File: src/verilog/edge_detect_pkg.sv
`default_nettype none

package edge_detect_pkg;

  // width of one colour channel and of one grey pixel
  localparam int PIX_W = 8;

  // frame geometry kept small for simulation
  localparam int IMG_COLS = 16;
  localparam int IMG_ROWS = 8;

  // raster index widths
  localparam int COL_W = $clog2(IMG_COLS);
  localparam int ROW_W = $clog2(IMG_ROWS);

  // two stored rows plus the one being written
  localparam int NUM_LINES = 3;
  localparam int LINE_W = $clog2(NUM_LINES + 1);

  // magnitude clips at the largest grey value
  localparam int MAG_MAX = 255;

  // input pixel that completes a window to its registered magnitude
  localparam int EDGE_LATENCY = 3;

  // a + 2m + b over one kernel column or row
  localparam int SUM_W = PIX_W + 2;

  // |gx| + |gy| before saturation
  localparam int MAG_W = SUM_W + 1;

endpackage

`default_nettype wire
File: src/verilog/edge_detect.sv
`timescale 1ns/100ps
`default_nettype none

module edge_detect (
  input  logic                             clk,
  input  logic                             rst,
  input  logic                             edge_en,
  input  logic                             frame_start,
  input  logic [edge_detect_pkg::PIX_W-1:0] in_r,
  input  logic [edge_detect_pkg::PIX_W-1:0] in_g,
  input  logic [edge_detect_pkg::PIX_W-1:0] in_b,
  output logic [edge_detect_pkg::PIX_W-1:0] out_r,
  output logic [edge_detect_pkg::PIX_W-1:0] out_g,
  output logic [edge_detect_pkg::PIX_W-1:0] out_b,
  output logic                             edge_valid
);

  import edge_detect_pkg::*;

  // writer to buffers
  logic [NUM_LINES-1:0] wr_sel;
  logic [COL_W-1:0]     col;
  logic [PIX_W-1:0]     grey;

  // writer and buffers to window
  logic [PIX_W-1:0]                  grey_d;
  logic [LINE_W-1:0]                 line_base;
  logic                              win_ok;
  logic [NUM_LINES-1:0][PIX_W-1:0]   line_data;

  // window result
  logic [PIX_W-1:0] mag;
  logic             sobel_valid;

  line_writer i_line_writer (
    .clk         (clk),
    .rst         (rst),
    .edge_en     (edge_en),
    .frame_start (frame_start),
    .in_r        (in_r),
    .in_g        (in_g),
    .in_b        (in_b),
    .wr_sel      (wr_sel),
    .col         (col),
    .grey        (grey),
    .grey_d      (grey_d),
    .line_base   (line_base),
    .win_ok      (win_ok)
  );

  // rotating row storage
  for (genvar i = 0; i < NUM_LINES; i++) begin : g_line
    line_buffer i_line_buffer (
      .clk     (clk),
      .wr_en   (wr_sel[i]),
      .col     (col),
      .wr_data (grey),
      .rd_data (line_data[i])
    );
  end

  sobel_window i_sobel_window (
    .clk        (clk),
    .rst        (rst),
    .line_data  (line_data),
    .grey_d     (grey_d),
    .line_base  (line_base),
    .win_ok     (win_ok),
    .mag        (mag),
    .edge_valid (sobel_valid)
  );

  // raw pixel and no strobes while detection is off
  assign out_r      = edge_en ? mag : in_r;
  assign out_g      = edge_en ? mag : in_g;
  assign out_b      = edge_en ? mag : in_b;
  assign edge_valid = edge_en & sobel_valid;

endmodule

`default_nettype wire

File: src/verilog/sobel_window.sv
`timescale 1ns/100ps
`default_nettype none

module sobel_window (
  input  logic                                                          clk,
  input  logic                                                          rst,
  input  logic [edge_detect_pkg::NUM_LINES-1:0][edge_detect_pkg::PIX_W-1:0] line_data,
  input  logic [edge_detect_pkg::PIX_W-1:0]                              grey_d,
  input  logic [edge_detect_pkg::LINE_W-1:0]                             line_base,
  input  logic                                                          win_ok,
  output logic [edge_detect_pkg::PIX_W-1:0]                              mag,
  output logic                                                          edge_valid
);

  import edge_detect_pkg::*;

  // row selection from the rotating buffers
  logic [LINE_W-1:0] mid_line;
  logic [PIX_W-1:0]  top_px;
  logic [PIX_W-1:0]  mid_px;

  // rows top to bottom, columns left to right
  logic [PIX_W-1:0] win [3][3];
  logic             win_ok_d;

  // gradient arithmetic
  logic [SUM_W-1:0] sum_l;
  logic [SUM_W-1:0] sum_r;
  logic [SUM_W-1:0] sum_t;
  logic [SUM_W-1:0] sum_b;
  logic [SUM_W:0]   gx;
  logic [SUM_W:0]   gy;
  logic [SUM_W-1:0] abs_x;
  logic [SUM_W-1:0] abs_y;
  logic [MAG_W-1:0] total;
  logic [PIX_W-1:0] mag_next;

  // kernel weights 1, 2, 1
  function automatic logic [SUM_W-1:0] wsum(
    input logic [PIX_W-1:0] a,
    input logic [PIX_W-1:0] m,
    input logic [PIX_W-1:0] b
  );
    return SUM_W'(a) + SUM_W'({m, 1'b0}) + SUM_W'(b);
  endfunction

  // oldest row at line_base, the next one after it
  assign mid_line = (line_base == LINE_W'(NUM_LINES - 1)) ? '0 : line_base + 1'b1;
  assign top_px   = line_data[line_base];
  assign mid_px   = line_data[mid_line];

  // new column enters on the right
  always_ff @(posedge clk) begin
    for (int i = 0; i < 3; i++) begin
      win[i][0] <= win[i][1];
      win[i][1] <= win[i][2];
    end
    win[0][2] <= top_px;
    win[1][2] <= mid_px;
    win[2][2] <= grey_d;
  end

  assign sum_l = wsum(win[0][0], win[1][0], win[2][0]);
  assign sum_r = wsum(win[0][2], win[1][2], win[2][2]);
  assign sum_t = wsum(win[0][0], win[0][1], win[0][2]);
  assign sum_b = wsum(win[2][0], win[2][1], win[2][2]);

  // two's complement differences, sign in the top bit
  assign gx = {1'b0, sum_r} - {1'b0, sum_l};
  assign gy = {1'b0, sum_b} - {1'b0, sum_t};

  assign abs_x = gx[SUM_W] ? SUM_W'(~gx + 1'b1) : gx[SUM_W-1:0];
  assign abs_y = gy[SUM_W] ? SUM_W'(~gy + 1'b1) : gy[SUM_W-1:0];

  assign total    = {1'b0, abs_x} + {1'b0, abs_y};
  assign mag_next = (total > MAG_W'(MAG_MAX)) ? PIX_W'(MAG_MAX) : total[PIX_W-1:0];

  always_ff @(posedge clk) begin
    mag <= mag_next;
  end

  // interior flag follows the window, then the magnitude
  always_ff @(posedge clk) begin
    if (rst) begin
      win_ok_d   <= 1'b0;
      edge_valid <= 1'b0;
    end else begin
      win_ok_d   <= win_ok;
      edge_valid <= win_ok_d;
    end
  end

endmodule

`default_nettype wire

File: src/verilog/line_writer.sv
`timescale 1ns/100ps
`default_nettype none

module line_writer (
  input  logic                                 clk,
  input  logic                                 rst,
  input  logic                                 edge_en,
  input  logic                                 frame_start,
  input  logic [edge_detect_pkg::PIX_W-1:0]     in_r,
  input  logic [edge_detect_pkg::PIX_W-1:0]     in_g,
  input  logic [edge_detect_pkg::PIX_W-1:0]     in_b,
  output logic [edge_detect_pkg::NUM_LINES-1:0] wr_sel,
  output logic [edge_detect_pkg::COL_W-1:0]     col,
  output logic [edge_detect_pkg::PIX_W-1:0]     grey,
  output logic [edge_detect_pkg::PIX_W-1:0]     grey_d,
  output logic [edge_detect_pkg::LINE_W-1:0]    line_base,
  output logic                                 win_ok
);

  import edge_detect_pkg::*;

  // position expected for the next pixel of the frame
  logic              running;
  logic [COL_W-1:0]  nxt_col;
  logic [ROW_W-1:0]  nxt_row;
  logic [LINE_W-1:0] nxt_line;

  // position of the pixel on the inputs now
  logic              take;
  logic [COL_W-1:0]  pix_col;
  logic [ROW_W-1:0]  pix_row;
  logic [LINE_W-1:0] pix_line;
  logic [LINE_W-1:0] line_next;
  logic              row_end;
  logic              frame_end;
  logic [PIX_W+1:0]  grey_sum;

  // side info of the first stage
  logic [LINE_W-1:0] base_s1;
  logic              win_ok_s1;

  // frame_start forces the origin, even mid-frame
  assign take     = edge_en & (frame_start | running);
  assign pix_col  = frame_start ? '0 : nxt_col;
  assign pix_row  = frame_start ? '0 : nxt_row;
  assign pix_line = frame_start ? '0 : nxt_line;

  // the line after the write line holds the oldest row
  assign line_next = (pix_line == LINE_W'(NUM_LINES - 1)) ? '0 : pix_line + 1'b1;

  assign row_end   = (pix_col == COL_W'(IMG_COLS - 1));
  assign frame_end = row_end & (pix_row == ROW_W'(IMG_ROWS - 1));

  // r + 2g + b, divided by four below
  assign grey_sum = {2'b00, in_r} + {1'b0, in_g, 1'b0} + {2'b00, in_b};

  // raster counting and line rotation
  always_ff @(posedge clk) begin
    if (rst) begin
      running  <= 1'b0;
      nxt_col  <= '0;
      nxt_row  <= '0;
      nxt_line <= '0;
    end else if (!edge_en) begin
      running <= 1'b0;
    end else if (take) begin
      running <= !frame_end;
      if (row_end) begin
        nxt_col  <= '0;
        nxt_row  <= pix_row + 1'b1;
        nxt_line <= line_next;
      end else begin
        nxt_col  <= pix_col + 1'b1;
        nxt_row  <= pix_row;
        nxt_line <= pix_line;
      end
    end
  end

  // write strobe and interior flag
  always_ff @(posedge clk) begin
    if (rst) begin
      wr_sel    <= '0;
      win_ok_s1 <= 1'b0;
      win_ok    <= 1'b0;
    end else begin
      wr_sel    <= take ? (NUM_LINES'(1) << pix_line) : '0;
      win_ok_s1 <= take & (pix_row >= ROW_W'(2)) & (pix_col >= COL_W'(2));
      win_ok    <= win_ok_s1 & edge_en;
    end
  end

  // stage 1 feeds the buffers, stage 2 lines up with their reads
  always_ff @(posedge clk) begin
    col       <= pix_col;
    grey      <= grey_sum[PIX_W+1:2];
    base_s1   <= line_next;
    grey_d    <= grey;
    line_base <= base_s1;
  end

endmodule

`default_nettype wire

File: src/verilog/line_buffer.sv
`timescale 1ns/100ps
`default_nettype none

module line_buffer (
  input  logic                             clk,
  input  logic                             wr_en,
  input  logic [edge_detect_pkg::COL_W-1:0] col,
  input  logic [edge_detect_pkg::PIX_W-1:0] wr_data,
  output logic [edge_detect_pkg::PIX_W-1:0] rd_data
);

  import edge_detect_pkg::*;

  // one grey row
  logic [PIX_W-1:0] mem [IMG_COLS];

  // read returns the word from before this cycle's write
  always_ff @(posedge clk) begin
    rd_data <= mem[col];
    if (wr_en) begin
      mem[col] <= wr_data;
    end
  end

endmodule

`default_nettype wire

File: config.mk
export PLATFORM = sky130hd
export DESIGN_NAME = edge_detect
export DESIGN_NICKNAME = d
export VERILOG_FILES = /design/src/verilog/edge_detect_pkg.sv /design/src/verilog/edge_detect.sv /design/src/verilog/sobel_window.sv /design/src/verilog/line_writer.sv /design/src/verilog/line_buffer.sv
export SDC_FILE = /design/constraint.sdc
export NUM_CORES = 1
export LEC_CHECK = 0
export ABC_AREA = 0
export BUFFER_PORTS_ARGS = -buffer_cell sky130_fd_sc_hd__buf_2
export CORE_UTILIZATION = 67
export DETAILED_ROUTE_END_ITERATION = 8
export HOLD_SLACK_MARGIN = 0.08
export PLACE_DENSITY = 0.84
export SYNTH_ARGS = -nofsm -noshare
export SYNTH_HDL_FRONTEND = slang
export SYNTH_SLANG_ARGS = --single-unit
File: constraint.sdc
create_clock -name clk -period 14.9 [get_ports clk]
set_input_delay 0.745 -clock clk [delete_from_list [all_inputs] [get_ports clk]]
set_output_delay 0.745 -clock clk [all_outputs]
set_load 0.05 [all_outputs]
* After elaboration in Yosys (flattened, before gate mapping)
Memory sizes are Yosys's and may differ from the RTL's. A register that Yosys moved wholly into a read port is not among the register bits.
Cells that the tools add are included.
** Word-level totals
- RAM bits :: 456
- Memories kept :: 4
- Output and inout bits :: 25
- Input port bits :: 28
- Register bits after elaboration :: 49
- Word-level logic and storage cells :: 86
** Operators by class
- Equal/unequal tests :: 4
- Order comparisons :: 5
- Mux-type cells :: 23
- Bitwise operators :: 11
- Add/sub/neg operators :: 19
- Reduce and logical (&&, ||, !) cells :: 4
- Shifts and indexed selects :: 1
** Memories
- g_line[0].i_line_buffer.mem :: words 16, width 8, rd ports 1, clocked after memory_dff 1, wr ports 1, line line_buffer.sv:15 : logic [PIX_W-1:0] mem [IMG_COLS];
- g_line[1].i_line_buffer.mem :: words 16, width 8, rd ports 1, clocked after memory_dff 1, wr ports 1, line line_buffer.sv:15
- g_line[2].i_line_buffer.mem :: words 16, width 8, rd ports 1, clocked after memory_dff 1, wr ports 1, line line_buffer.sv:15
- i_sobel_window.win :: words 3, width 24, rd ports 3, clocked after memory_dff 0, wr ports 3, line sobel_window.sv:23 : logic [PIX_W-1:0] win [3][3];
** Operator list (number)
- $add 10x8->10 :: 5
- $add 8x9->10 :: 5
- $mux 8 :: 5
- $bmux 8 s2 :: 2
- $sub 10x10->11 :: 2
- $add 10x1->10 const B :: 2
- $mux 10 :: 2
- $not 10->10 :: 2
- $add 10x10->11 :: 1
- $gt 11x8->1 const B :: 1
- $mux 2 :: 4
- $mux 4 :: 2
- $and 1x1->1 :: 6
- $lt 2x3->1 const B :: 2
- $mux 1 :: 6
- $mux 3 :: 2
- $add 2x1->2 const B :: 2
- $add 4x1->4 const B :: 1
- $eq 2x2->1 const B :: 2
- $eq 4x4->1 const B :: 1
- $ge 4x2->1 const B :: 1
- $reduce_or 2->1 :: 2
- $add 3x1->3 const B :: 1
- $eq 3x3->1 const B :: 1
- 6 further kinds :: 7

* Logic depth before layout (Yosys ltp)
Gate-level depths: netlist of the first run.
- Word-level depth :: 8
- Depth in mapped cells :: 22
- Gate-level depth less buffers :: 21

* Hierarchy
Synthesis of the first run repeated with hierarchy kept, for this count alone.
** Second synthesis, totals
- Cells, all modules :: 1409
- Area, all modules :: 22604.2 um^2
** By module, submodules not included
- line_buffer :: sequential area each 4003.8 um^2, instances 3, cells an instance 230, area an instance 5067.4 um^2
- sobel_window :: sequential area each 1641.6 um^2, instances 1, cells an instance 530, area an instance 5301.3 um^2
- line_writer :: sequential area each 780.7 um^2, instances 1, cells an instance 161, area an instance 1701.6 um^2
- edge_detect :: sequential area each 0.0 um^2, instances 1, cells an instance 28, area an instance 399.1 um^2

* Least setup slack after synthesis of the first run
OpenSTA, ideal clock, no wires.
- Path kind :: reg2reg
- Start :: mem i_sobel_window.win[0][5] (netlist bit)
- End :: reg i_sobel_window.mag[0] (netlist bit)
- Required time :: 14780 ps
- Library setup time :: 120 ps
- Path buffers :: 1
- Slack :: 9786 ps
- Cell stages (with the launch flop) :: 22
- Arrival time :: 4994 ps
- Clock period less this slack :: 5114 ps
- Path through :: dfxtp_1 inv_1 fa_1 inv_1 fa_1 inv_1 fa_1 inv_1 ha_1 a21oi_1 o21ai_1 a21o_1 a31o_1 buf_2 mux2_1 fa_1 a21o_1 a21o_1 a21oi_1 or3_1 nand4_1 or2_1
** RTL lines
- start, declared :: line sobel_window.sv:23
- end signal, assigned :: line sobel_window.sv:79 : mag <= mag_next;
- end, declared :: line sobel_window.sv:11 : output logic [edge_detect_pkg::PIX_W-1:0] mag,

==> metrics.md, run 1 <==
| Metric | Value |
|---|---|
| Largest net degree at the start of global routing | `56` |
| Share of the synthesized area in the top cell type | `51.75%` |
| Hold EP | `i_sobel_window.win[0][49]$_DFF_P_` |
| DR pass1 iterations | `5` |
| Slowest CP cell | `fa_1` |
| Htree depth | `2` |
| Nets | `1570` |
| Crit. End Element | `flop` |
| Worst-Skew Late Latency | `~0.58 ns` |
| Yosys warning total | `0` |
| Req. time, crit path | `around 15 ns` |
| CTS root buf | `clkbuf_16` |
| R2R Path Start | `i_sobel_window.win[0][50]$_DFF_P_` |
| Vias in the first global route | `12350` |
| Relative slew slack | `23.35%` |
| Slew Limit Fails | `0` |
| GRT Util Overall | `roughly 30%` |
| Post-Syn Area per Cell | `16.38 sq um` |
| Crit Reg-Reg Endpoint | `i_sobel_window.mag[0]$_SDFF_PN1_` |
| Clock Skew | `0.02238 ns` |
| Vias | `11950` |
| CP arrival | `6.01 ns` |
| Post-synthesis sequential area ratio | `64.78%` |
| Final Hold Vio Count | `0` |
| Die X | `184.4 um` |
| Maximum net fanout on the critical path | `9` |
| Synth unique cells | `60` |
| Reg2reg path depth | `18` |
| Post-CTS Setup Repair Bufs | `0` |
| Hold Path Stages | `0` |
| Clock Pin Slew Worst Setup and Hold Paths | `0.06 ns` |
| # fillers | `1757` |
| First-pass GRT wire length | `approximately 73000 um` |
| Min-delay worst type | `reg2reg` |
| Crit-path cells | `fa_1, fa_1, inv_1, fa_1, inv_1, ha_1, a211oi_2, o21ai_1, a21o_1, a31o_1, a21oi_1, xor2_1, ha_1, a21o_1, a21o_1, a2111oi_0, nand4_1, or2_1` |
| Setup slack, reg-to-reg | `9.34 ns` |
| Status | `finished clean` |
| Cell taking the most area after synthesis | `edfxtp_1` |
| EDFF count, synth | `approximately 380` |
| Type of origin of the critical path | `flop` |
| Fin crit share | `between 30% and 40%` |
| Worst-margin pin slew | `roughly 1.1 ns` |
| Register bit count reported by yosys | `529` |
| Core ar. | `roughly 0.033 sq mm` |
| Post-cts gate resize count | `0` |
| Wirelength per Cell | `25.18 um` |
| Initial antenna violation count | `2` |
| Worst setup path class | `reg2reg` |
| Crit path largest cell delay | `~0.54 ns` |
| Post-synth top cells | `edfxtp_1, inv_1, dfxtp_1` |
| Clock buffer depth | `3` |
| Most common cell in the netlist | `edfxtp_1` |
| Family with the most delay on the worst path | `adder cells` |
| Min-delay src | `i_line_writer.grey_d[1]$_DFF_P_` |
| Final Setup Violations | `0` |
| Total CTS buffers | `50` |
| Setup TNS | `0 ns` |
| Mapped cell area | `between 0.02 and 0.025 sq mm` |
| Initial DRC Count | `1268` |
| CTS Hold Bufs | `0` |
| Worst path bufs/invs | `2` |
| RSZ-0062 raised after global routing | `false` |
| Placer Congestion | `about 0.83` |
| Mapped Nets | `1507` |
| Final Critical Period | `5.560 ns` |
| Residual DRC count | `0` |
| Top_reg_cell synth | `edfxtp_1` |
| CTS sink cnt | `529` |
| Synth-to-Final Area Change | `10.61%` |
| Routed vias/inst | `between 6 and 7` |
| Clock tree from TritonCTS | `yes` |
| Initial Utilization | `68.30%` |
| Port Buffers | `52` |
| Gr ovfl total | `0` |
| Max Cap Violations | `0` |
| I/O pin cnt | `53` |
| Antenna cells | `0` |
| Synth async-reset ratio | `0%` |
| Die area | `0.03399 sq mm` |
| Layout cells sized above 1 | `19.11%` |
| Gate count after technology mapping | `1360` |
| Post-DP HPWL | `29210 um` |
| Max Freq | `0.1799 GHz` |
| Die height | `around 180 um` |
| Antenna-violating nets left | `0` |
| FP Rows | `66` |
| Top post-synthesis cells by area | `edfxtp_1, dfxtp_1, mux4_2, fa_1, ha_1` |
| Drt total wl | `48030 um` |
kinds of logic after synthesis:
group | Yosys count | synth area share [%]
fa+ha+maj | 119 | 9.075
simple gates | 203 | 4.330
flops | 529 | 64.78
mux | 139 | 12.99
xor+xnor | 40 | 1.572
compound gates | 132 | 3.791
buf+inv | 198 | 3.459
per-layer routing:
metal	wire length [um]	global-route usage, %	share of wire, %
met1	18560	39.82	39
met2	24170	49.86	50
met3	3641	4.564	7.6
met4	1639	10.30	3.4
met5	17	0	0.035
area by class of cell:
| cell class | instances | area [sq um] | share of cell area (%) |
|---|---|---|---|
| clock inverter | 19 | 156.4 | 0.6346 |
| multi-input combinational | 633 | 7076 | 28.71 |
| clock buffer | 75 | 1530 | 6.209 |
| tap | 442 | 553.0 | 2.244 |
| timing repair buffer | 60 | 320.3 | 1.300 |
| sequential | 529 | 14450 | 58.63 |
| inverter | 149 | 559.3 | 2.269 |
stage by stage:
stage                     setup slack [ns]  instance area, sq um  instances  hold WS, ns  utilization [%]
after global routing                 8.966                 24640       1907       0.3313            75.55
after CTS                            9.392                 24640       1907       0.3253            75.55
after global placement               9.518                 22960       1813       0.3099            70.38
final                                9.340                 24640       1907       0.3266            75.55
after floorplan                      9.786                 22280       1360       0.3096                -
after detailed placement             9.409                 22960       1813       0.3121            70.38
cell usage in the layout (no fill, tap or decap), types with 3 or more instances in the layout:
cell type    n
a211oi_1     3
a21o_1      14
a21oi_1     23
a22oi_1      6
and3_1       4
buf_2       52
buf_4        8
clkbuf_1     9
clkbuf_16   53
clkbuf_8    12
clkinv_1     3
clkinv_2    10
dfxtp_1    137
dfxtp_2      6
edfxtp_1   384
fa_1        71
ha_1        48
inv_1      149
mux2i_1     18
mux4_2     120
nand2_1     48
nand2b_1    13
nand3_1      9
nand4_1      3
nor2_1      75
nor2b_1     14
nor3_1      12
nor3b_1      3
nor4_1       3
o211ai_1     5
o21ai_0     55
o21bai_1     3
or3_1        4
xnor2_1     23
xor2_1      17
worst max path at each step:
| stage | from | end | cells past startpoint |
|---|---|---|---|
| finish | i_sobel_window.win[0][50]$_DFF_P_ | i_sobel_window.mag[0]$_SDFF_PN1_ | 18 |
| global route | i_sobel_window.win[0][4]$_DFF_P_ | i_sobel_window.mag[0]$_SDFF_PN1_ | 20 |
| CTS | i_sobel_window.win[0][50]$_DFF_P_ | i_sobel_window.mag[0]$_SDFF_PN1_ | 18 |
| detailed placement | i_sobel_window.win[0][4]$_DFF_P_ | i_sobel_window.mag[0]$_SDFF_PN1_ | 20 |
| global placement | i_sobel_window.win[0][5]$_DFF_P_ | i_sobel_window.mag[1]$_SDFF_PN1_ | 20 |
| floorplan | i_sobel_window.win[0][5]$_DFF_P_ | i_sobel_window.mag[0]$_SDFF_PN1_ | 21 |
worst register-to-register path, delay by kind of cell (launching register included):
kind,cells,cell delay (ns)
adders and majority gates,5,2.07
xor gates and xnor gates,1,0.21
DFF,1,0.42
and+or+nand+nor,2,0.59
buffers and inverters,2,0.11
AOI/OAI and AO/OA,8,2.05
sequential cells by signal (all words and copies together), names as in the netlist, 2 cells and up:
| register | cells |
|---|---|
| i_line_writer.grey | 8 |
| i_line_writer.line_base | 2 |
| g_line.i_line_buffer.rd_data | 24 |
| i_sobel_window.win | 72 |
| g_line.i_line_buffer.mem | 384 |
| i_line_writer.col | 4 |
| i_line_writer.nxt_row | 3 |
| i_line_writer.nxt_line | 2 |
| i_line_writer.base_s1 | 2 |
| i_sobel_window.mag | 8 |
| i_line_writer.grey_d | 8 |
| i_line_writer.nxt_col | 4 |
| i_line_writer.wr_sel | 3 |
Power of run 1 is left out: the tool's default activity adds up to more than one toggle a clock period on the data nets, which glitch-free logic cannot reach.
==> inputs of run 2 (changes only) <==
--- a/config.mk
+++ b/config.mk
@@ -5,12 +5,12 @@
 export SDC_FILE = /design/constraint.sdc
 export NUM_CORES = 1
 export LEC_CHECK = 0
-export ABC_AREA = 0
+export ABC_AREA = 1
 export BUFFER_PORTS_ARGS = -buffer_cell sky130_fd_sc_hd__buf_2
-export CORE_UTILIZATION = 67
+export CORE_UTILIZATION = 56
 export DETAILED_ROUTE_END_ITERATION = 8
 export HOLD_SLACK_MARGIN = 0.08
-export PLACE_DENSITY = 0.84
+export PLACE_DENSITY = 0.74
 export SYNTH_ARGS = -nofsm -noshare
 export SYNTH_HDL_FRONTEND = slang
 export SYNTH_SLANG_ARGS = --single-unit
==> constraint.sdc (replaced) <==
create_clock -name clk -period 5.1 [get_ports clk]
set_input_delay 0.255 -clock clk [delete_from_list [all_inputs] [get_ports clk]]
set_output_delay 0.255 -clock clk [all_outputs]
set_load 0.05 [all_outputs]
==> run 2 against run 1 <==
Cell count increased by 28%. Highest routed layer is now met4. Largest cell class unchanged. Flip-flop and latch count did not move. Global-route usage is 5.0 points lower. Synthesized area shrank 0.47%. Worst hold slack got worse by 0.21 ns. Non-clock buffer count rose by 11. Register-to-register slack lost 9.1 ns. Maximum frequency grew 16%. Die area increased by 19%. Clock skew increased by 0.024 ns. Core utilization is 12 points lower.
==> metrics.md, run 2 <==
| Metric | Value |
|---|---|
| Status | `finished clean (unchanged)` |
| Vias | `14030 (was 11950)` |
| Most common cell in the netlist | `nand2_1 (was edfxtp_1)` |
| Initial Utilization | `57.12% (was 68.30%)` |
| Wirelength per Cell | `20.13 um (was 25.18 um)` |
| Maximum net fanout on the critical path | `8 (was 9)` |
| GRT Util Overall | `24.62% (was 29.61%)` |
| Top post-synthesis cells by area | `edfxtp_1, dfxtp_1, a22oi_1, nand2_1, fa_1 (was edfxtp_1, dfxtp_1, mux4_2, fa_1, ha_1)` |
| DR pass1 iterations | `7 (was 5)` |
| Layout cells sized above 1 | `10.44% (was 19.11%)` |
| Die X | `201 um (was 184.4 um)` |
| Clock Skew | `0.04599 ns (was 0.02238 ns)` |
| Placed insts | `2333 (was 1813)` |
| Worst-Skew Late Latency | `0.60 ns (was 0.58 ns)` |
| Post-Syn Area per Cell | `12.26 sq um (was 16.38 sq um)` |
| Die area | `0.04040 sq mm (was 0.03399 sq mm)` |
| Setup slack, reg-to-reg | `0.29 ns (was 9.34 ns)` |
| Mapped cell area | `0.02218 sq mm (was 0.02228 sq mm)` |
| Max Freq | `0.2078 GHz (was 0.1799 GHz)` |
| Residual DRC count | `0 (unchanged)` |
| CP arrival | `5.28 ns (was 6.01 ns)` |
| Routed vias/inst | `5.763 (was 6.267)` |
| Commonest non-fill, non-tap cell in the layout | `nand2_1 (was edfxtp_1)` |
| Largest net degree at the start of global routing | `58 (was 56)` |
| Post-DP HPWL | `30690 um (was 29210 um)` |
| Gr ovfl total | `0 (unchanged)` |
| Clock tree from TritonCTS | `yes (unchanged)` |
| Share of the synthesized area in the top cell type | `52.00% (was 51.75%)` |
| Register bit count reported by yosys | `529 (unchanged)` |
| FP Rows | `72 (was 66)` |
| Post-synth top cells | `nand2_1, edfxtp_1, a22oi_1 (was edfxtp_1, inv_1, dfxtp_1)` |
| Worst setup path class | `reg2reg (unchanged)` |
| Largest Register | `g_line.i_line_buffer.mem (unchanged)` |
| Largest regs | `g_line.i_line_buffer.mem: 384 flops, i_sobel_window.win: 72 flops, g_line.i_line_buffer.rd_data: 24 flops (unchanged)` |
| Type of origin of the critical path | `flop (unchanged)` |
| Final Setup Violations | `0 (unchanged)` |
| Req. time, crit path | `5.57 ns (was 15.35 ns)` |
| Synth async-reset ratio | `0% (unchanged)` |
| Total CTS buffers | `51 (was 50)` |
| Max Cap Violations | `0 (unchanged)` |
| Yosys warning total | `0 (unchanged)` |
| Placer Congestion | `0.9278 (was 0.8300)` |
| Worst Hold Slack | `0.1172 ns (was 0.3266 ns)` |
| CTS sink cnt | `529 (unchanged)` |
| Final Critical Period | `4.812 ns (was 5.560 ns)` |
| Clock Pin Slew Worst Setup and Hold Paths | `0.06 ns (about the same)` |
| I/O pin cnt | `53 (unchanged)` |
| Synth-to-Final Area Change | `11.83% (was 10.61%)` |
| Synth unique cells | `42 (was 60)` |
| Post-synthesis sequential area ratio | `65.09% (was 64.78%)` |
| Antenna-violating nets left | `0 (unchanged)` |
| Final Hold Vio Count | `0 (unchanged)` |
| Drt total wl | `49010 um (was 48030 um)` |
| Vias in the first global route | `14340 (was 12350)` |
| EDFF count, synth | `384 (unchanged)` |
| Core ar. | `0.03883 sq mm (was 0.03262 sq mm)` |
| Mapped Nets | `1956 (was 1507)` |
| Cell taking the most area after synthesis | `edfxtp_1 (unchanged)` |
| Flip-flop count of the largest register after layout | `384 (unchanged)` |
| Clock buffer depth | `3 (unchanged)` |
| Initial antenna violation count | `1 (was 2)` |
| First-pass GRT wire length | `76860 um (was 72820 um)` |
| Worst-margin pin slew | `1.223 ns (was 1.150 ns)` |
| Crit. End Element | `flop (unchanged)` |
| Cell Count, Final, Fillers Out | `2435 (was 1907)` |
| Die height | `201 um (was 184.4 um)` |
| Slew Limit Fails | `0 (unchanged)` |
| Port Buffers | `52 (unchanged)` |
| Nets | `2020 (was 1570)` |
| Min-delay worst type | `in2reg (was reg2reg)` |
| Commonest cells after routing, fill and taps aside | `nand2_1, edfxtp_1, a22oi_1, inv_1, dfxtp_1 (was edfxtp_1, inv_1, dfxtp_1, mux4_2, nor2_1)` |
| Htree depth | `2 (unchanged)` |
| Top_reg_cell synth | `edfxtp_1 (unchanged)` |
| Fin crit share | `94.36% (was 37.31%)` |
| Gate count after technology mapping | `1809 (was 1360)` |
| Relative slew slack | `17.81% (was 23.35%)` |
| CTS root buf | `clkbuf_16 (unchanged)` |
| Initial DRC Count | `1100 (was 1268)` |
==> run 2: cell types whose count changed after synthesis, sizes merged, moves of 30 or more <==
cell | previous run | this run
a22oi | 6 | 206
o21ai | 56 | 18
nand2 | 48 | 413
nand3 | 9 | 45
mux4 | 120 | 0
inv | 149 | 198
nand4 | 3 | 33
==> run 2: stage by stage <==
stage | area, sq um | setup slack (ns) | setup TNS (ns) | util, %
3_5_place_dp | 22910 | 0.06017 | 0 | 59.00
6_report | 24800 | 0.2879 | 0 | 63.87
5_1_grt | 24800 | -0.05921 | -0.2961 | 63.87
2_1_floorplan | 22180 | 0.5978 | 0 | -
4_1_cts | 24670 | 0.05044 | 0 | 63.53
3_3_place_gp | 22910 | 0.2154 | 0 | 59.00
==> run 2: cell type report <==
| cell class | instances | area, sq um |
|---|---|---|
| antenna | 1 | 2.502 |
| clock buffer | 73 | 1451 |
| clock inverter | 23 | 257.7 |
| fill | 2786 | 14030 |
| inverter | 200 | 753.2 |
| multi-input combinational | 1020 | 6828 |
| sequential | 529 | 14450 |
| tap | 518 | 648.1 |
| timing repair buffer | 71 | 412.9 |
==> run 2: per-layer routing <==
layer,share of wire [%],vias to the layer above,global-route usage [%]
met5,0,-,0
met4,3.9,0,10.82
met3,7.3,120,4.205
met2,50,567,41.53
met1,39,6902,31.36
li1,-,6445,-
==> run 2: critical path: stages, from the launching register on <==
cell and delay [ns]:
dfxtp_2 0.36, inv_1 0.07, fa_1 0.50, fa_1 0.50, inv_1 0.06, fa_1 0.49
inv_1 0.04, ha_1 0.35, a21oi_2 0.21, nand2_1 0.12, nand2_1 0.10, nand2_1 0.05
nand2_1 0.06, nand2_1 0.12, nor2_1 0.13, nand2_1 0.08, nand2_1 0.06, nand2_1 0.04
nand2_1 0.05, inv_1 0.05, ha_2 0.36, inv_1 0.08, nor3_2 0.19, nand3_1 0.12
nand4_1 0.11, nand2_1 0.09, nor2_4 0.19, nand3_1 0.10
==> run 2: cells by family after synthesis <==
group                      share of synthesized area, %
AOI/OAI and AO/OA                                 8.525
xor gates and xnor gates                          1.100
adders and majority gates                         9.118
buffers and inverters                             4.762
DFF                                               65.09
and+or+nand+nor                                   11.41
==> run 2: what timing repair did <==
item,in CTS,in global routing
pin swaps,1,3
endpoints found under the hold margin,13,0
setup endpoints to repair,1,8
gates resized for setup,0,31
hold buffers,4,0
setup buffers,1,0
==> run 2: worst paths after layout <==
path | startpoint | end | cells after the start
worst max-delay path | i_sobel_window.win[0][3]$_DFF_P_ | i_sobel_window.mag[2]$_SDFF_PN1_ | 27
worst min-delay path | in_r[0] | i_line_writer.grey[0]$_DFF_P_ | 4
worst max register to register | i_sobel_window.win[0][3]$_DFF_P_ | i_sobel_window.mag[2]$_SDFF_PN1_ | 27
worst min register to register | i_line_writer.grey_d[1]$_DFF_P_ | i_sobel_window.win[0][49]$_DFF_P_ | 0
Power of run 2 is left out for the same reason.
